## src/vdp_pkg.sv

```systemverilog
// Shared types and constants for the VDP CPU-side register block
// Register and status numbers follow the MSX2 VDP numbering
// Only the registers handled by this block are listed
package vdp_pkg;

  // Meaningful widths
  typedef logic [7:0]  byte_t;
  typedef logic [5:0]  reg_num_t;
  typedef logic [3:0]  pal_idx_t;
  typedef logic [3:0]  status_num_t;
  typedef logic [16:0] vram_addr_t;
  typedef logic [1:0]  port_t;

  // CPU ports, 0x98 to 0x9B on the real machine
  localparam port_t PORT_VRAM     = 2'd0;
  localparam port_t PORT_CTRL     = 2'd1;
  localparam port_t PORT_PALETTE  = 2'd2;
  localparam port_t PORT_INDIRECT = 2'd3;

  // Control register numbers
  localparam reg_num_t REG_MODE0      = 6'd0;
  localparam reg_num_t REG_MODE1      = 6'd1;
  localparam reg_num_t REG_NAME       = 6'd2;
  localparam reg_num_t REG_FRAME_COL  = 6'd7;
  localparam reg_num_t REG_OPTIONS    = 6'd9;
  localparam reg_num_t REG_VRAM_HI    = 6'd14;
  localparam reg_num_t REG_STATUS_SEL = 6'd15;
  localparam reg_num_t REG_PAL_IDX    = 6'd16;
  localparam reg_num_t REG_INDIRECT   = 6'd17;
  localparam reg_num_t REG_HINT_LINE  = 6'd19;
  localparam reg_num_t REG_VSTART     = 6'd23;

  // Chip identity in S#1, V9938 class
  localparam logic [4:0] VDP_ID = 5'd2;
  localparam byte_t READ_UNUSED = 8'hFF;

  // One register write
  typedef struct packed {
    reg_num_t num;
    byte_t    data;
  } reg_wr_t;

  // One palette entry
  typedef struct packed {
    pal_idx_t idx;
    byte_t    rb;
    byte_t    g;
  } pal_wr_t;

  // Mode code is {M5, M4, M3, M2, M1}
  typedef enum logic [4:0] {
    GRAPHIC1  = 5'b00000,
    TEXT1     = 5'b00001,
    MULTI     = 5'b00010,
    GRAPHIC2  = 5'b00100,
    TEXT1Q    = 5'b00101,
    MULTIQ    = 5'b00110,
    GRAPHIC3  = 5'b01000,
    TEXT2     = 5'b01001,
    GRAPHIC4  = 5'b01100,
    GRAPHIC5  = 5'b10000,
    GRAPHIC6  = 5'b10100,
    GRAPHIC7  = 5'b11100,
    UNDEFINED = 5'b11111
  } disp_mode_t;

endpackage
```

## src/vdp_register.sv

```systemverilog
// Top of the VDP CPU-side register block
// reset is the clock, clk21m the asynchronous active-high reset
// Port sequencing feeds the register bank, status read and palette
`timescale 1ns/1ns

module vdp_register
  import vdp_pkg::*;
(
  input  logic       reset,
  input  logic       clk21m,
  // CPU bus
  input  logic       req,
  input  logic       wrt,
  input  port_t      port,
  input  byte_t      dbo,
  output logic       ack,
  output byte_t      dbi,
  // Video timing
  input  logic       hsync,
  input  logic       field,
  input  logic       vd,
  input  logic       hd,
  input  logic [1:0] dot_state,
  input  logic       vsync_int_n,
  input  logic       hsync_int_n,
  // VRAM side
  input  byte_t      vram_rd_data,
  input  logic       vram_wr_ack,
  input  logic       vram_addr_set_ack,
  output byte_t      vram_wr_data,
  output vram_addr_t vram_addr,
  output logic       vram_wr_req,
  output logic       vram_addr_set_req,
  // Interrupt clears
  output logic       clr_vsync_int,
  output logic       clr_hsync_int,
  // Palette readout
  input  pal_idx_t   pal_addr,
  output byte_t      pal_rb,
  output byte_t      pal_g,
  // Register values
  output logic       disp_on,
  output logic       hsync_int_en,
  output logic       vsync_int_en,
  output logic [6:0] name_addr,
  output byte_t      frame_col,
  output logic       interlace,
  output logic       pal_mode,
  output byte_t      hint_line,
  output byte_t      vstart_line,
  output disp_mode_t disp_mode,
  output logic       high_res,
  output logic       sprite_mode2
);

  // Links between the blocks
  reg_wr_t     reg_wr;
  logic        reg_wr_pulse;
  status_num_t status_num;
  pal_wr_t     pal_wr;
  logic        pal_wr_toggle;

  vdp_port_ctrl u_port_ctrl (.*);

  vdp_ctrl_regs u_ctrl_regs (.*);

  vdp_status_read u_status_read (.*);

  vdp_palette u_palette (.*);

endmodule

```

## src/vdp_palette.sv

```systemverilog
// Palette write scheduling and 16-entry palette memory
// Writes go only in dot states 01 and 10, display reads get the rest
// Read data appears one cycle after the address
// Entry on pal_wr must stay stable until the write is taken
`timescale 1ns/1ns

module vdp_palette
  import vdp_pkg::*;
(
  input  logic       reset,
  input  logic       clk21m,
  input  pal_wr_t    pal_wr,
  input  logic       pal_wr_toggle,
  input  logic [1:0] dot_state,
  input  pal_idx_t   pal_addr,
  output byte_t      pal_rb,
  output byte_t      pal_g
);

  logic     wr_ack;
  logic     odd_dot;
  logic     wr_pending;
  logic     wr_en;
  pal_idx_t mem_addr;
  byte_t    mem_rb [16];
  byte_t    mem_g  [16];

  // ---------------------------------------------------------------------
  // Write scheduling
  // ---------------------------------------------------------------------
  assign odd_dot    = (dot_state == 2'b01) || (dot_state == 2'b10);
  assign wr_pending = pal_wr_toggle != wr_ack;
  assign wr_en      = odd_dot & wr_pending;
  // Write index steals the port for that cycle
  assign mem_addr   = wr_en ? pal_wr.idx : pal_addr;

  always_ff @(posedge reset or posedge clk21m) begin
    if (clk21m) begin
      wr_ack <= 1'b0;
    end else if (wr_en) begin
      wr_ack <= ~wr_ack;
    end
  end

  // ---------------------------------------------------------------------
  // Memory
  // ---------------------------------------------------------------------
  // Both colour bytes written together
  always_ff @(posedge reset) begin
    if (wr_en) begin
      mem_rb[mem_addr] <= pal_wr.rb;
      mem_g[mem_addr]  <= pal_wr.g;
    end
    pal_rb <= mem_rb[mem_addr];
    pal_g  <= mem_g[mem_addr];
  end

endmodule

```

## src/vdp_status_read.sv

```systemverilog
// CPU read data and interrupt clear pulses
// Only S#0 to S#2 exist, other status numbers read 0xFF
// Clear pulses last one cycle since req lasts one cycle
`timescale 1ns/1ns

module vdp_status_read
  import vdp_pkg::*;
(
  input  logic        reset,
  input  logic        clk21m,
  input  logic        req,
  input  logic        wrt,
  input  port_t       port,
  input  status_num_t status_num,
  input  reg_wr_t     reg_wr,
  input  logic        reg_wr_pulse,
  input  byte_t       vram_rd_data,
  input  logic        vsync_int_n,
  input  logic        hsync_int_n,
  input  logic        field,
  input  logic        vd,
  input  logic        hd,
  output byte_t       dbi,
  output logic        clr_vsync_int,
  output logic        clr_hsync_int
);

  logic  rd_any;
  logic  rd_status;
  logic  hint_wr;
  byte_t status_byte;

  assign rd_any    = req & ~wrt;
  assign rd_status = rd_any & (port == PORT_CTRL);
  // R19 write or R0 with IE1 set drops a pending line interrupt
  assign hint_wr   = reg_wr_pulse & ((reg_wr.num == REG_HINT_LINE) |
                                     ((reg_wr.num == REG_MODE0) & reg_wr.data[4]));

  // Status mux, command engine bits read as 0
  always_comb begin
    case (status_num)
      4'd0:    status_byte = {~vsync_int_n, 7'b0000000};
      4'd1:    status_byte = {2'b00, VDP_ID, ~hsync_int_n};
      4'd2:    status_byte = {1'b0, vd, hd, 1'b0, 2'b11, field, 1'b0};
      default: status_byte = READ_UNUSED;
    endcase
  end

  // Read data holds until the next read
  always_ff @(posedge reset) begin
    if (rd_any) begin
      case (port)
        PORT_VRAM: dbi <= vram_rd_data;
        PORT_CTRL: dbi <= status_byte;
        default:   dbi <= READ_UNUSED;
      endcase
    end
  end

  always_ff @(posedge reset or posedge clk21m) begin
    if (clk21m) begin
      clr_vsync_int <= 1'b0;
      clr_hsync_int <= 1'b0;
    end else begin
      clr_vsync_int <= rd_status & (status_num == 4'd0);
      clr_hsync_int <= (rd_status & (status_num == 4'd1)) | hint_wr;
    end
  end

endmodule

```

## src/vdp_ctrl_regs.sv

```systemverilog
// VDP control register bank and display mode decode
// Writes land two cycles after the pulse source samples the byte
// Mode bits and display-on take effect on the next hsync high edge
// Two-page bitmap mode swaps name table bit 5 with field
`timescale 1ns/1ns

module vdp_ctrl_regs
  import vdp_pkg::*;
(
  input  logic       reset,
  input  logic       clk21m,
  input  reg_wr_t    reg_wr,
  input  logic       reg_wr_pulse,
  input  logic       hsync,
  input  logic       field,
  output logic       disp_on,
  output logic       hsync_int_en,
  output logic       vsync_int_en,
  output logic [6:0] name_addr,
  output byte_t      frame_col,
  output logic       interlace,
  output logic       pal_mode,
  output byte_t      hint_line,
  output byte_t      vstart_line,
  output disp_mode_t disp_mode,
  output logic       high_res,
  output logic       sprite_mode2
);

  reg_wr_t    wr_q;
  logic       wr_v;
  logic [2:0] m543_stg;
  logic [1:0] m21_stg;
  logic       disp_on_stg;
  logic [2:0] m543;
  logic [1:0] m21;
  logic [6:0] r2_name;
  logic       two_page;
  logic       bitmap;
  logic [4:0] mode_code;

  // Input stage for the write bus
  always_ff @(posedge reset) begin
    if (reg_wr_pulse) begin
      wr_q <= reg_wr;
    end
  end

  // ---------------------------------------------------------------------
  // Register bank
  // ---------------------------------------------------------------------
  always_ff @(posedge reset or posedge clk21m) begin
    if (clk21m) begin
      wr_v         <= 1'b0;
      m543_stg     <= 3'd0;
      m21_stg      <= 2'd0;
      disp_on_stg  <= 1'b0;
      hsync_int_en <= 1'b0;
      vsync_int_en <= 1'b0;
      r2_name      <= 7'd0;
      frame_col    <= 8'd0;
      pal_mode     <= 1'b0;
      two_page     <= 1'b0;
      interlace    <= 1'b0;
      hint_line    <= 8'd0;
      vstart_line  <= 8'd0;
    end else begin
      wr_v <= reg_wr_pulse;
      if (wr_v) begin
        case (wr_q.num)
          REG_MODE0: begin
            m543_stg     <= wr_q.data[3:1];
            hsync_int_en <= wr_q.data[4];
          end
          REG_MODE1: begin
            // Bit 3 is M2, bit 4 is M1
            m21_stg      <= {wr_q.data[3], wr_q.data[4]};
            vsync_int_en <= wr_q.data[5];
            disp_on_stg  <= wr_q.data[6];
          end
          REG_NAME:      r2_name <= wr_q.data[6:0];
          REG_FRAME_COL: frame_col <= wr_q.data;
          REG_OPTIONS: begin
            pal_mode  <= wr_q.data[1];
            two_page  <= wr_q.data[2];
            interlace <= wr_q.data[3];
          end
          REG_HINT_LINE: hint_line <= wr_q.data;
          REG_VSTART:    vstart_line <= wr_q.data;
          default: ;
        endcase
      end
    end
  end

  // Mode change only between lines
  always_ff @(posedge reset or posedge clk21m) begin
    if (clk21m) begin
      m543    <= 3'd0;
      m21     <= 2'd0;
      disp_on <= 1'b0;
    end else if (hsync) begin
      m543    <= m543_stg;
      m21     <= m21_stg;
      disp_on <= disp_on_stg;
    end
  end

  // ---------------------------------------------------------------------
  // Mode decode
  // ---------------------------------------------------------------------
  assign mode_code    = {m543, m21};
  // G4 and above are bitmap modes
  assign bitmap       = m543[2] | (m543 == 3'b011);
  assign name_addr    = (bitmap && two_page) ? {r2_name[6], field, r2_name[4:0]} : r2_name;
  // G5 and G6 use 512-dot lines
  assign high_res     = (m543[2:1] == 2'b10) && (m21 == 2'b00);
  assign sprite_mode2 = (m21 == 2'b00) && (m543[2] | m543[1]);

  always_comb begin
    case (mode_code)
      GRAPHIC1, TEXT1, MULTI, GRAPHIC2, TEXT1Q, MULTIQ,
      GRAPHIC3, TEXT2, GRAPHIC4, GRAPHIC5, GRAPHIC6, GRAPHIC7:
        disp_mode = disp_mode_t'(mode_code);
      default:
        disp_mode = UNDEFINED;
    endcase
  end

endmodule

```

## src/vdp_port_ctrl.sv

```systemverilog
// CPU port sequencer for the VDP register block
// One-cycle req, ack one cycle later, no back-pressure
// Port 1 read form of the address sets the address only
// VRAM side uses toggle handshakes, pending while req differs from ack
`timescale 1ns/1ns

module vdp_port_ctrl
  import vdp_pkg::*;
(
  input  logic        reset,
  input  logic        clk21m,
  input  logic        req,
  input  logic        wrt,
  input  port_t       port,
  input  byte_t       dbo,
  input  logic        vram_wr_ack,
  input  logic        vram_addr_set_ack,
  output logic        ack,
  output reg_wr_t     reg_wr,
  output logic        reg_wr_pulse,
  output status_num_t status_num,
  output byte_t       vram_wr_data,
  output vram_addr_t  vram_addr,
  output logic        vram_wr_req,
  output logic        vram_addr_set_req,
  output pal_wr_t     pal_wr,
  output logic        pal_wr_toggle
);

  logic       p1_first;
  logic       p2_first;
  byte_t      p1_data;
  byte_t      pal_rb_buf;
  logic [2:0] r14_hi;
  pal_idx_t   r16_idx;
  reg_num_t   r17_ptr;
  logic       r17_inc;

  logic wr_vram;
  logic p1_first_wr;
  logic p1_second;
  logic p2_first_wr;
  logic p2_second;
  logic ind_wr;
  logic rd_ctrl;

  // ---------------------------------------------------------------------
  // Request decode
  // ---------------------------------------------------------------------
  assign wr_vram     = req & wrt & (port == PORT_VRAM);
  assign p1_first_wr = req & wrt & (port == PORT_CTRL) & p1_first;
  assign p1_second   = req & wrt & (port == PORT_CTRL) & ~p1_first;
  assign p2_first_wr = req & wrt & (port == PORT_PALETTE) & p2_first;
  assign p2_second   = req & wrt & (port == PORT_PALETTE) & ~p2_first;
  assign ind_wr      = req & wrt & (port == PORT_INDIRECT);
  assign rd_ctrl     = req & ~wrt & (port == PORT_CTRL);

  // ---------------------------------------------------------------------
  // Control state
  // ---------------------------------------------------------------------
  always_ff @(posedge reset or posedge clk21m) begin
    if (clk21m) begin
      ack               <= 1'b0;
      reg_wr_pulse      <= 1'b0;
      p1_first          <= 1'b1;
      p2_first          <= 1'b1;
      vram_wr_req       <= 1'b0;
      vram_addr_set_req <= 1'b0;
      pal_wr_toggle     <= 1'b0;
      r14_hi            <= 3'd0;
      status_num        <= 4'd0;
      r16_idx           <= 4'd0;
      r17_ptr           <= 6'd0;
      r17_inc           <= 1'b0;
    end else begin
      ack <= req;
      // Bit 7 of the second byte selects a register write
      // Indirect writes never reach R17 itself
      reg_wr_pulse <= (p1_second & dbo[7]) | (ind_wr & (r17_ptr != REG_INDIRECT));

      // Status read restarts the two-byte sequence
      if (rd_ctrl || p1_second) begin
        p1_first <= 1'b1;
      end else if (p1_first_wr) begin
        p1_first <= 1'b0;
      end

      if (wr_vram) begin
        vram_wr_req <= ~vram_wr_ack;
      end
      // Write and read forms both just load the address
      if (p1_second && !dbo[7]) begin
        vram_addr_set_req <= ~vram_addr_set_ack;
      end

      // Palette pair, index steps after each entry
      if (p2_first_wr) begin
        p2_first <= 1'b0;
      end else if (p2_second) begin
        p2_first      <= 1'b1;
        pal_wr_toggle <= ~pal_wr_toggle;
        r16_idx       <= r16_idx + 4'd1;
      end

      if (ind_wr && r17_inc) begin
        r17_ptr <= r17_ptr + 6'd1;
      end

      // Registers kept here, applied one cycle after the pulse rises
      if (reg_wr_pulse) begin
        case (reg_wr.num)
          REG_VRAM_HI:    r14_hi <= reg_wr.data[2:0];
          REG_STATUS_SEL: status_num <= reg_wr.data[3:0];
          REG_PAL_IDX: begin
            r16_idx  <= reg_wr.data[3:0];
            p2_first <= 1'b1;
          end
          REG_INDIRECT: begin
            r17_ptr <= reg_wr.data[5:0];
            // Bit 7 set means no auto-increment
            r17_inc <= ~reg_wr.data[7];
          end
          default: ;
        endcase
      end
    end
  end

  // Data path registers
  always_ff @(posedge reset) begin
    if (wr_vram) begin
      vram_wr_data <= dbo;
    end
    if (p1_first_wr) begin
      p1_data <= dbo;
    end
    if (p1_second && !dbo[7]) begin
      vram_addr <= {r14_hi, dbo[5:0], p1_data};
    end
    if (p1_second && dbo[7]) begin
      reg_wr <= '{num: dbo[5:0], data: p1_data};
    end else if (ind_wr) begin
      reg_wr <= '{num: r17_ptr, data: dbo};
    end
    if (p2_first_wr) begin
      pal_rb_buf <= dbo;
    end
    // Whole entry released at once on the green byte
    if (p2_second) begin
      pal_wr <= '{idx: r16_idx, rb: pal_rb_buf, g: dbo};
    end
  end

endmodule

```

## config.mk

```make
export PLATFORM = sky130hd
export DESIGN_NAME = vdp_register
export DESIGN_NICKNAME = d
export VERILOG_FILES = /design/src/vdp_pkg.sv /design/src/vdp_register.sv /design/src/vdp_palette.sv /design/src/vdp_status_read.sv /design/src/vdp_ctrl_regs.sv /design/src/vdp_port_ctrl.sv
export SDC_FILE = /design/constraint.sdc
export NUM_CORES = 1
export LEC_CHECK = 0
export BUFFER_PORTS_ARGS = -buffer_cell sky130_fd_sc_hd__buf_2
export CAP_MARGIN = 5
export CELL_PAD_IN_SITES_DETAIL_PLACEMENT = 0
export CELL_PAD_IN_SITES_GLOBAL_PLACEMENT = 2
export CORE_MARGIN = 3
export CORE_UTILIZATION = 42
export DETAILED_ROUTE_END_ITERATION = 8
export PLACE_DENSITY_LB_ADDON = 0.1
export SLEW_MARGIN = 30
export SYNTH_ARGS = -nofsm -noshare
export SYNTH_HDL_FRONTEND = slang
export SYNTH_SLANG_ARGS = --single-unit
```

## constraint.sdc

```tcl
create_clock -name reset -period 4.7 [get_ports reset]
set_input_delay 0.94 -clock reset [delete_from_list [all_inputs] [get_ports reset]]
set_output_delay 0.94 -clock reset [all_outputs]
set_load 0.05 [all_outputs]
```

# --- After elaboration in Yosys (flattened, before gate mapping) ---
# Memory sizes are Yosys's and may differ from the RTL's. A register that Yosys moved wholly into a read port is not among the register bits.
# Index checks and enable logic that the tools add are counted.
word_totals:
  ff_bits: 174
  ramBits: 256
  in_bits: 36
  output_inout_bits: 97
  n_memories: 2
mem_list:
  columns: ["memory", "words", "word_bits", "read_ports", "rd_clocked_by_memory_dff", "write_ports", "line", "rtl"]
  rows:
  - ["u_palette.mem_g", 16, 8, 1, 1, 1, "vdp_palette.sv:26", "byte_t mem_g [16];"]
  - ["u_palette.mem_rb", 16, 8, 1, 1, 1, "vdp_palette.sv:25", "byte_t mem_rb [16];"]
op_classes:
  addsub: 2
  n_eq_ne: 33
  muxes: 22
  bitwise_logic: 34
  n_reduce_logical: 29
op_table:
  columns: ["operator", "count"]
  rows:
  - ["== test 6 x 5 -> 1 bit (second input constant)", 5]
  - ["two-way mux 14 bit", 2]
  - ["two-way mux 6 bit", 4]
  - ["one-hot mux 8 bit (3 select lines)", 1]
  - ["AND reduction 2 bit", 11]
  - ["two-way mux 4 bit", 5]
  - ["bitwise AND 1 bit", 18]
  - ["== test 6 x 4 -> 1 bit (second input constant)", 3]
  - ["one-hot mux 8 bit (2 select lines)", 1]
  - ["== test 5 x 3 -> 1 bit (second input constant)", 3]
  - ["== test 5 x 4 -> 1 bit (second input constant)", 3]
  - ["== test 5 bit (second input constant)", 3]
  - ["logical NOT 6 bit", 2]
  - ["OR reduction 12 bit", 1]
  - ["inverter 1 bit", 11]
  - ["== test 2 bit (second input constant)", 4]
  - ["two-way mux 1 bit", 8]
  - ["adder 6 x 1 -> 6 bit (second input constant)", 1]
  - ["== test 6 x 1 -> 1 bit (second input constant)", 1]
  - ["== test 6 x 2 -> 1 bit (second input constant)", 1]
  - ["== test 6 x 3 -> 1 bit (second input constant)", 1]
  - ["logical AND 1 bit", 6]
  - ["inequality test 6 x 5 -> 1 bit (second input constant)", 1]
  - ["== test 5 x 1 -> 1 bit (second input constant)", 1]
  - ["other kinds (15)", 23]

# --- Depth between registers and ports, before layout ---
# Gate-level depths: netlist of run 1.
depth:
  word_depth: 7
  depth_mapped: 8
  depth_no_buf: 7

# --- Hierarchy ---
# A second synthesis of run 1 with hierarchy kept.
unflattened:
  cells_unflattened: 1721
  hier_area_um2: 21043.9
by_module_without_submodules:
  columns: ["mod", "n_inst", "cells_per_inst", "area_per_inst_um2"]
  rows:
  - ["vdp_palette", 1, 1314, 14285.0]
  - ["vdp_port_ctrl", 1, 212, 3759.9]
  - ["vdp_ctrl_regs", 1, 150, 2476.1]
  - ["vdp_status_read", 1, 45, 523.0]

# --- Least setup slack after synthesis of run 1 ---
# No wires, ideal clock.
synth_path:
  path_type: "input to register"
  from: "input dot_state[0]"
  to: "memory u_palette.mem_g[1][0] (netlist bit), enable pin"
  setup_time_ns: 0.430
  arrival_ns: 3.392
  required_time_ns: 4.270
  setup_slack_ns: 0.878
  stages: 6
  n_path_buf: 3
  path_cell_list: "xor2_1 > buf_2 > nand2_2 > buf_6 > clkbuf_1 > nor4_1"
synth_via:
  elab_chain_len: 5
  elab_cells_between_ends: 7
  classes_between: "2 x eq/ne; 3 x mux; 1 x bitwise; 1 x reduce/logical"
synth_lines:
  columns: ["item", "line", "rtl"]
  rows:
  - ["start, declared", "vdp_register.sv:23", "input logic [1:0] dot_state,"]
  - ["== test 2 x 1 -> 1 bit / == test 2 bit (equally long branches)", "vdp_palette.sv:31", "assign odd_dot = (dot_state == 2'b01) || (dot_state == 2'b10);"]
  - ["logical OR 1 bit *", "vdp_palette.sv:31", null]
  - ["bitwise AND 1 bit *", "vdp_palette.sv:33", "assign wr_en = odd_dot & wr_pending;"]
  - ["two-way mux 1 bit", "vdp_palette.sv:50", "if (wr_en) begin"]
  - ["two-way mux 1 bit (not written as such)", "vdp_palette.sv:52", "mem_g[mem_addr] <= pal_wr.g;"]
  - ["end, declared", "vdp_palette.sv:26", null]
# Every way passes the cells marked *; elsewhere a longest branch is shown, timed or not.

# --- Worst setup path in the final report of run 1 ---
layout_path:
  from: "input dot_state[0]"
  to: "register u_palette.pal_g[0] (read register of u_palette.mem_g)"
layout_via:
  elab_chain_len: 4
  elab_cells_between_ends: 5
  classes_between: "2 x eq/ne; 1 x mux; 1 x bitwise; 1 x reduce/logical"
layout_lines:
  columns: ["item", "line", "rtl"]
  rows:
  - ["== test 2 x 1 -> 1 bit / == test 2 bit (equally long branches)", "vdp_palette.sv:31", null]
  - ["logical OR 1 bit *", "vdp_palette.sv:31", null]
  - ["bitwise AND 1 bit *", "vdp_palette.sv:33", null]
  - ["two-way mux 4 bit *", "vdp_palette.sv:35", "assign mem_addr = wr_en ? pal_wr.idx : pal_addr;"]
  - ["end, declared", "vdp_palette.sv:17", "output byte_t pal_g"]
# Marked as above.
# A chain may end at the register's enable or synchronous reset.

==> insert_results.sql, run 1 <==
INSERT INTO impl_metrics (metric_group, metric, value, unit) VALUES
('outcome', 'run_status', 'completed', ''),
('critical_path', 'cpLargestDelayFamily', 'buffers and inverters', ''),
('critical_path', 'critPathBufInv', '2', ''),
('critical_path', 'critical_path.reg2reg.endpoint', 'u_palette.pal_g[0]', ''),
('clock_tree', 'holdBufCountCts', '0', ''),
('route', 'wire_per_inst', '23.8', 'um'),
('clock_tree', 'cts_root_buf', 'clkbuf_16', ''),
('logic_synthesis', 'synth_nets', '1763', ''),
('logic_synthesis', 'synthArstFlopShare', '0.173', ''),
('critical_path', 'worstPathMaxFanout', '44', ''),
('logic_synthesis', 'post_synth_inst_count', '1721', ''),
('floorplan', 'pin_count', '133', ''),
('timing', 'report.final.slew_viol_count', '0', ''),
('timing', 'rsz0062_at_grt', 'false', ''),
('clock_tree', 'number_of_cts_inserted_buffers', '48', ''),
('place', 'dp_cells', '2416', ''),
('global_route', 'grt_first_pass_wirelength', '90500', 'um'),
('critical_path', 'worst_r2r_path_depth', '6', ''),
('pwr', 'totalPowerFinal', '11600', 'uW'),
('global_route', 'via_count_of_the_first_global_routing_pass', '14400', ''),
('critical_path', 'critical_path_required', '5.16', 'ns'),
('pwr', 'power.density', '483', 'nW/um^2'),
('route', 'residual_drc', '0', ''),
('final_layout', 'area_delta_synth_final', '14.7', '%'),
('final_layout', 'postLayoutCellArea', '24000', 'sq um'),
('timing', 'fin_worst_hold_slack', '0.416', 'ns'),
('floorplan', 'placeableCoreArea', '49100', 'sq um'),
('pwr', 'worst_ir_drop_vdd', '0.350', 'mV'),
('timing', 'tightestPinTransition', '0.915', 'ns'),
('floorplan', 'initial_utilization', '0.426', ''),
('pwr', 'power_frac_comb', '0.269', ''),
('final_layout', 'n_fill_cell', '4403', ''),
('clock_tree', 'postCtsSetupBuffers', '0', ''),
('global_route', 'grt_max_degree', '138', ''),
('final_layout', 'antenna_cells', '0', ''),
('floorplan', 'die_h', '229', 'um'),
('hold_path', 'worst_hold_path.num_cells', '0', ''),
('logic_synthesis', 'post_synth_main_area_contributors', 'edfxtp_1, dfrtp_1, nand2b_1', ''),
('logic_synthesis', 'post-synth-top-area-cell', 'edfxtp_1', ''),
('pwr', 'seq_power_share', '0.399', ''),
('final_layout', 'final_cell_count_no_fill', '2506', ''),
('route', 'finalWirelength', '59700', 'um'),
('place', 'place.port_buffers', '132', ''),
('route', 'route.detailed.vias_per_inst', '5.85', ''),
('pwr', 'p_sw', '4020', 'uW'),
('job', 'cap_viol_max_count', '0', ''),
('floorplan', 'row_count', '81', ''),
('timing', 'number_of_hold_violations_in_the_final_report', '0', ''),
('critical_path', 'worst_ep_arrival_time', '3.70', 'ns'),
('logic_synthesis', 'post_synth_num_cell_types', '53', ''),
('logic_synthesis', 'synth_top_flop_cell', 'edfxtp_1', ''),
('global_route', 'antenna_found_initial', '1', ''),
('clock_tree', 'cts_tree', 'done', ''),
('logic_synthesis', 'synth_edf_count', '353', ''),
('critical_path', 'worst_path_max_delay_cell', 'xor2_4', ''),
('place', 'placement.cell_area', '22400', 'sq um'),
('critical_path', 'critical_path_depth', '7', ''),
('clock_tree', 'worstSkewPairLatency', '0.59', 'ns'),
('route', 'routed-via-count', '14700', ''),
('route', 'first_pass_iters', '5', ''),
('critical_path', 'rrSetupSlack', '1.59', 'ns'),
('hold_path', 'hold_path_end', 'u_port_ctrl.pal_wr[10]', ''),
('floorplan', 'die_span_x', '229', 'um'),
('final_layout', 'multi_input_area', '7470', 'sq um'),
('hold_path', 'timing.hold.worst.class', 'reg -> reg', ''),
('clock_tree', 'postCtsResizedCells', '0', ''),
('global_route', 'remaining_global_route_overflow', '0', ''),
('floorplan', 'die_ar', '52400', 'sq um'),
('logic_synthesis', 'yosysSeqAreaShare', '0.615', ''),
('pwr', 'power_frac_clock', '0.332', ''),
('logic_synthesis', 'synth-warning-count', '0', '');
[cells in the final DEF (no fill, tap or decap), types with 8 or more instances in the layout]
| cell | instances |
|---|---|
| buf_4 | 40 |
| edfxtp_1 | 353 |
| buf_2 | 131 |
| dfrtp_1 | 75 |
| clkinv_2 | 12 |
| a211oi_1 | 129 |
| nand2b_1 | 263 |
| a21oi_1 | 146 |
| mux2_2 | 69 |
| clkbuf_16 | 50 |
| o22ai_1 | 66 |
| nand2_1 | 152 |
| o21ai_0 | 13 |
| clkinv_1 | 10 |
| or4_1 | 17 |
| dfxtp_1 | 16 |
| inv_1 | 8 |
| a311oi_1 | 128 |
| buf_12 | 10 |
| nor2_1 | 29 |
[area by class of cell]
cell class | count | area share
Tap cell | 664 | 0.0347
Multi-Input combinational cell | 1115 | 0.312
Clock inverter | 28 | 0.0109
Sequential cell | 446 | 0.536
Timing Repair Buffer | 182 | 0.0488
Inverter | 9 | 0.00146
Clock buffer | 62 | 0.0558
[synthesized netlist by cell type (3+ instances only)]
master	count
a211oi_1	129
a21oi_1	146
a311oi_1	128
and3_1	4
buf_1	3
buf_2	42
buf_4	6
buf_6	3
clkbuf_1	97
dfrtp_1	75
dfxtp_1	16
edfxtp_1	353
ha_1	6
inv_1	9
mux2_2	69
nand2_1	152
nand2b_1	263
nand3_1	4
nand4_1	7
nor2_1	39
nor2b_1	3
nor3_1	9
nor3b_1	5
nor4_1	3
nor4b_1	5
o211ai_2	3
o21a_1	3
o21ai_0	14
o22ai_1	66
o22ai_2	3
or2_2	3
or3_1	3
or4_1	17
xnor2_1	3
xor2_1	7
[metrics by stage]
step | util | setup WS, ns
2_1_floorplan | - | 0.878
3_3_place_gp | 0.455 | 0.866
3_5_place_dp | 0.456 | 0.863
4_1_cts | 0.488 | 1.50
5_1_grt | 0.488 | 1.34
6_report | 0.488 | 1.46
[worst reg2reg max path: cells and delay by family, from the launching register on]
kind	cells	cell delay [ns]
simple gates	2	0.73
flops	1	0.51
compound gates	2	0.72
xor+xnor	1	0.72
buf+inv	1	0.30
[registers in the layout, indices dropped and copies added, names as in the netlist, 6 cells and up]
name                      count
u_ctrl_regs.frame_col         8
u_ctrl_regs.hint_line         8
u_ctrl_regs.r2_name           7
u_ctrl_regs.vstart_line       8
u_ctrl_regs.wr_q             14
u_palette.mem_g             128
u_palette.mem_rb            128
u_palette.pal_g               8
u_palette.pal_rb              8
u_port_ctrl.p1_data           8
u_port_ctrl.pal_rb_buf        8
u_port_ctrl.pal_wr           20
u_port_ctrl.r17_ptr           6
u_port_ctrl.reg_wr           14
u_port_ctrl.vram_addr        17
u_port_ctrl.vram_wr_data      8
u_status_read.dbi             8
[power groups by stage]
stage | Combinational, uW | Clock [uW] | Sequential (uW)
after CTS | 3140 | 3930 | 4630
final | 3110 | 3840 | 4630
after global placement | 3120 | 0 | 4710
after detailed placement | 3140 | 0 | 4710
after floorplan | 1830 | 0 | 4910
after global routing | 3350 | 4080 | 4640
[how the worst max path moves through the flow]
stage | from | endpoint
6_report | dot_state[0] | u_palette.pal_g[0]
3_5_place_dp | dot_state[0] | u_palette.pal_g[3]
2_1_floorplan | dot_state[0] | u_palette.mem_g[1][0]
4_1_cts | dot_state[0] | u_palette.pal_rb[4]
3_3_place_gp | dot_state[0] | u_palette.pal_g[3]
5_1_grt | dot_state[0] | u_palette.pal_g[4]
[per-layer routing]
| layer | routed length [um] | GRT usage | vias up |
|---|---|---|---|
| li1 | - | - | 6749 |
| met1 | 26400 | 0.305 | 7421 |
| met2 | 28400 | 0.366 | 403 |
| met3 | 3330 | 0.0447 | 93 |
| met4 | 1490 | 0.0616 | 2 |
| met5 | 9 | 0 | - |
[cells by family after synthesis]
| family | share of synthesized area |
|---|---|
| buf+inv | 0.0334 |
| flops | 0.615 |
| mux | 0.0377 |
| xor+xnor | 0.00707 |
| simple gates | 0.136 |
| compound gates | 0.166 |
| fa+ha+maj | 0.00407 |
(Power assumes the default switching activity.)
==> run 2, diff against run 1 <==
ABC_AREA = 1   (was default)
CORE_UTILIZATION = 36   (was 42)
clock period = 2.82 ns   (was 4.7 ns; I/O delays follow)
==> insert_results.sql, run 2 <==
INSERT INTO impl_metrics (metric_group, metric, value, unit) VALUES
('outcome', 'run_status', 'completed', ''),
('final_layout', 'finish.net_count', '1844', ''),
('clock_tree', 'cts.sink_count', '446', ''),
('clock_tree', 'number_of_cts_inserted_buffers', '49', ''),
('clock_tree', 'cts-root-to-sink-buffers', '3', ''),
('clock_tree', 'path_clk_slew', '0.06', 'ns'),
('logic_synthesis', 'syn-cell-area', '18200', 'sq um'),
('route', 'first_pass_iters', '4', ''),
('timing', 'setup_viol_count_final', '0', ''),
('clock_tree', 'worstSkewPairLatency', '0.59', 'ns'),
('logic_synthesis', 'yosysSeqAreaShare', '0.707', ''),
('floorplan', 'initial_utilization', '0.368', ''),
('place', 'dp_cells', '2415', ''),
('final_layout', 'layout_cells_sized_above_1', '0.162', ''),
('timing', 'min_tclk_post_route', '2.59', 'ns'),
('critical_path', 'cp_cell_sequence', 'nor2_1 > inv_1 > a21oi_2 > o21ai_0 > o21ai_0 > inv_1 > o31ai_1 > nand2_1 > buf_2', ''),
('logic_synthesis', 'synth-simple-area-share', '0.207', ''),
('critical_path', 'critical_path_required', '2.26', 'ns'),
('clock_tree', 'postCtsResizedCells', '0', ''),
('logic_synthesis', 'synthMuxAreaShare', '0.000620', ''),
('logic_synthesis', 'synth.ff_latch_count', '446', ''),
('timing', 'max_freq', '0.386', 'GHz'),
('route', 'drt_iter0_drc', '642', ''),
('critical_path', 'timing.critical_path.to_type', 'primary output', ''),
('clock_tree', 'cts-htree-levels', '2', ''),
('route', 'wire_per_inst', '19.0', 'um'),
('floorplan', 'pin_count', '133', ''),
('place', 'placement.cell_area', '19800', 'sq um'),
('route', 'residual_drc', '0', ''),
('job', 'cap_viol_max_count', '0', ''),
('pwr', 'power_frac_comb', '0.208', ''),
('critical_path', 'worstPathMaxFanout', '4', ''),
('critical_path', 'critical_path_depth', '9', ''),
('critical_path', 'timing_worst_setup_path_type', 'reg -> out', ''),
('pwr', 'seq_power_share', '0.433', ''),
('timing', 'rsz0062_at_grt', 'false', ''),
('timing', 'layout_setup_ws', '0.228', 'ns'),
('pwr', 'internal_power', '12200', 'uW'),
('pwr', 'p_sw', '5500', 'uW'),
('logic_synthesis', 'synth_commonest_cells', 'nand2_1, edfxtp_1, nand3_1, inv_1, o21ai_0', ''),
('logic_synthesis', 'dominant_combinational_cell_family_by_area_after_synthesis', 'simple AND/OR/NAND/NOR gates', ''),
('timing', 'number_of_hold_violations_in_the_final_report', '0', ''),
('final_layout', 'n_fill_cell', '4834', ''),
('logic_synthesis', 'synth_compound_area_frac', '0.0297', ''),
('logic_synthesis', 'yosys.area.top_type_share', '0.583', ''),
('timing', 'finalCritPeriodShare', '0.919', ''),
('logic_synthesis', 'synthArstFlopShare', '0.173', ''),
('critical_path', 'critPathCapture', 'disp_mode[3]', ''),
('logic_synthesis', 'most_used_standard_cell_by_instance_count_after_synthesis', 'nand2_1', ''),
('hold_path', 'timing.hold.worst.class', 'in -> async', ''),
('floorplan', 'placeableCoreArea', '49500', 'sq um'),
('logic_synthesis', 'synth_nets', '1688', ''),
('final_layout', 'final_cell_count_no_fill', '2507', ''),
('floorplan', 'die_ar', '53200', 'sq um'),
('route', 'detail_route_antenna_nets', '0', ''),
('final_layout', 'antenna_cells', '0', ''),
('global_route', 'via_count_of_the_first_global_routing_pass', '12200', ''),
('critical_path', 'worst_r2r_path_depth', '10', ''),
('final_layout', 'biggest_regs', 'u_palette.mem_g x128, u_palette.mem_rb x128, u_port_ctrl.pal_wr x20', ''),
('final_layout', 'layout.core_utilization', '0.433', ''),
('global_route', 'global_route.usage.total', '0.180', ''),
('critical_path', 'rrSetupSlack', '0.68', 'ns'),
('pwr', 'power_frac_clock', '0.360', ''),
('route', 'route.detailed.vias_per_inst', '4.72', ''),
('floorplan', 'die_span_x', '231', 'um'),
('global_route', 'grt_max_degree', '113', ''),
('clock_tree', 'cts_tree', 'done', ''),
('critical_path', 'cpLargestDelayFamily', 'compound AO/OA/AOI/OAI gates', ''),
('timing', 'worst_clock_skew', '0.0171', 'ns'),
('global_route', 'grt_first_pass_wirelength', '73200', 'um'),
('critical_path', 'critical_path.reg2reg.endpoint', 'u_palette.mem_g[9][0]', ''),
('critical_path', 'critPathLaunchType', 'register', ''),
('timing', 'tightestPinTransition', '0.805', 'ns'),
('route', 'routed-via-count', '11800', ''),
('place', 'place.port_buffers', '132', ''),
('pwr', 'worst_ir_drop_vdd', '0.460', 'mV'),
('critical_path', 'worst_ep_arrival_time', '2.03', 'ns'),
('critical_path', 'critPathBufInv', '3', ''),
('logic_synthesis', 'syn_area_per_cell', '11.0', 'sq um'),
('final_layout', 'most-common-layout-cells', 'nand2_1, edfxtp_1, nand3_1', ''),
('critical_path', 'r2r_start', 'u_port_ctrl.pal_wr_toggle', ''),
('place', 'dpl_worst_slack', '0.276', 'ns'),
('clock_tree', 'cts_root_buf', 'clkbuf_16', ''),
('place', 'finalWeightedCongestion', '0.753', ''),
('logic_synthesis', 'post_synth_xor_area_fraction', '0.00434', ''),
('floorplan', 'die_h', '231', 'um'),
('timing', 'tns', '0', 'ns'),
('floorplan', 'row_count', '81', ''),
('global_route', 'antenna_found_initial', '0', ''),
('critical_path', 'critical-path-max-stage-delay', '0.41', 'ns'),
('logic_synthesis', 'post_synth_num_cell_types', '41', ''),
('final_layout', 'area_delta_synth_final', '17.8', '%'),
('pwr', 'power.leakage', '0.00906', 'uW'),
('clock_tree', 'postCtsSetupBuffers', '0', ''),
('critical_path', 'timing.critical_path.from', 'u_ctrl_regs.m21[1]', ''),
('logic_synthesis', 'post-synth-top-area-cell', 'edfxtp_1', ''),
('timing', 'timing.max_slew.rel_slack', '0.464', ''),
('place', 'detailedPlacementHpwl', '29900', 'um'),
('critical_path', 'worst_path_max_delay_cell', 'dfrtp_1', ''),
('timing', 'report.final.slew_viol_count', '0', ''),
('global_route', 'remaining_global_route_overflow', '0', ''),
('logic_synthesis', 'post_synth_main_area_contributors', 'edfxtp_1, nand2_1, dfrtp_1', ''),
('final_layout', 'postLayoutCellArea', '21400', 'sq um'),
('logic_synthesis', 'post_synth_inst_count', '1646', ''),
('clock_tree', 'holdBufCountCts', '0', ''),
('pwr', 'sw_frac_of_total', '0.311', ''),
('logic_synthesis', 'synth-warning-count', '0', ''),
('final_layout', 'layout_commonest_cell', 'nand2_1', ''),
('logic_synthesis', 'synth_top_flop_cell', 'edfxtp_1', ''),
('logic_synthesis', 'synth_adder_area_share', '0.00413', ''),
('logic_synthesis', 'synth_edf_count', '353', ''),
('route', 'finalWirelength', '47500', 'um'),
('pwr', 'power.density', '825', 'nW/um^2');
-- run 2: cell types whose count changed in the layout (fill, tap and decap cells not counted), moves of 65 or more --
| cell | previous run | this run |
|---|---|---|
| a211oi_1 | 129 | 0 |
| a311oi_1 | 128 | 0 |
| inv_1 | 8 | 95 |
| mux2_2 | 69 | 1 |
| nand2_1 | 152 | 625 |
| nand3_1 | 4 | 189 |
| a21oi_1 | 146 | 9 |
| o22ai_1 | 66 | 1 |
| nand2b_1 | 263 | 0 |
-- run 2: power groups by stage --
stage / logic (uW) / registers, uW / clock network (uW)
2_1_floorplan: 2190 / 8220 / 0
3_3_place_gp: 3760 / 7790 / 0
3_5_place_dp: 3760 / 7790 / 0
4_1_cts: 3770 / 7650 / 6550
5_1_grt: 4140 / 7680 / 6810
6_report: 3670 / 7650 / 6350
-- run 2: worst min-delay path by stage --
stage	startpoint	to	depth (start not counted)
final	clk21m	u_ctrl_regs.vstart_line[4]	2
after global placement	u_port_ctrl.pal_rb_buf[4]	u_port_ctrl.pal_wr[12]	0
after CTS	clk21m	u_port_ctrl.r17_ptr[2]	2
after global routing	clk21m	u_port_ctrl.r17_ptr[2]	2
after floorplan	u_port_ctrl.reg_wr[6]	u_ctrl_regs.wr_q[6]	0
after detailed placement	u_port_ctrl.pal_rb_buf[6]	u_port_ctrl.pal_wr[14]	0
-- run 2: layer usage --
layer	track usage	wire length, um
met1	0.236	21400
met3	0.0292	1680
met4	0.0432	964
met5	0	0
met2	0.312	23500
-- run 2: stage by stage --
step / power [uW] / hold WS (ns)
3_5_place_dp: 11500 / 0.405
2_1_floorplan: 10400 / 0.400
3_3_place_gp: 11600 / 0.400
4_1_cts: 18000 / 0.0342
5_1_grt: 18600 / 0.0657
6_report: 17700 / 0.0437
-- run 2: cells by family (layout without fill, tap and decap cells) --
group,after synthesis,count (layout)
adders and majority gates,6,6
DFF,446,446
and+or+nand+nor,901,901
xor gates and xnor gates,9,9
AOI/OAI and AO/OA,100,100
muxes,1,1
buffers and inverters,183,380
-- run 2: final cells by class --
cell class	instances	area, sq um	area share
sequential	446	12800	0.600
inverter	103	388	0.0181
multi-input combinational	1017	4520	0.211
tap	664	831	0.0388
clock buffer	57	1270	0.0591
timing repair buffer	185	1220	0.0570
clock inverter	35	335	0.0157
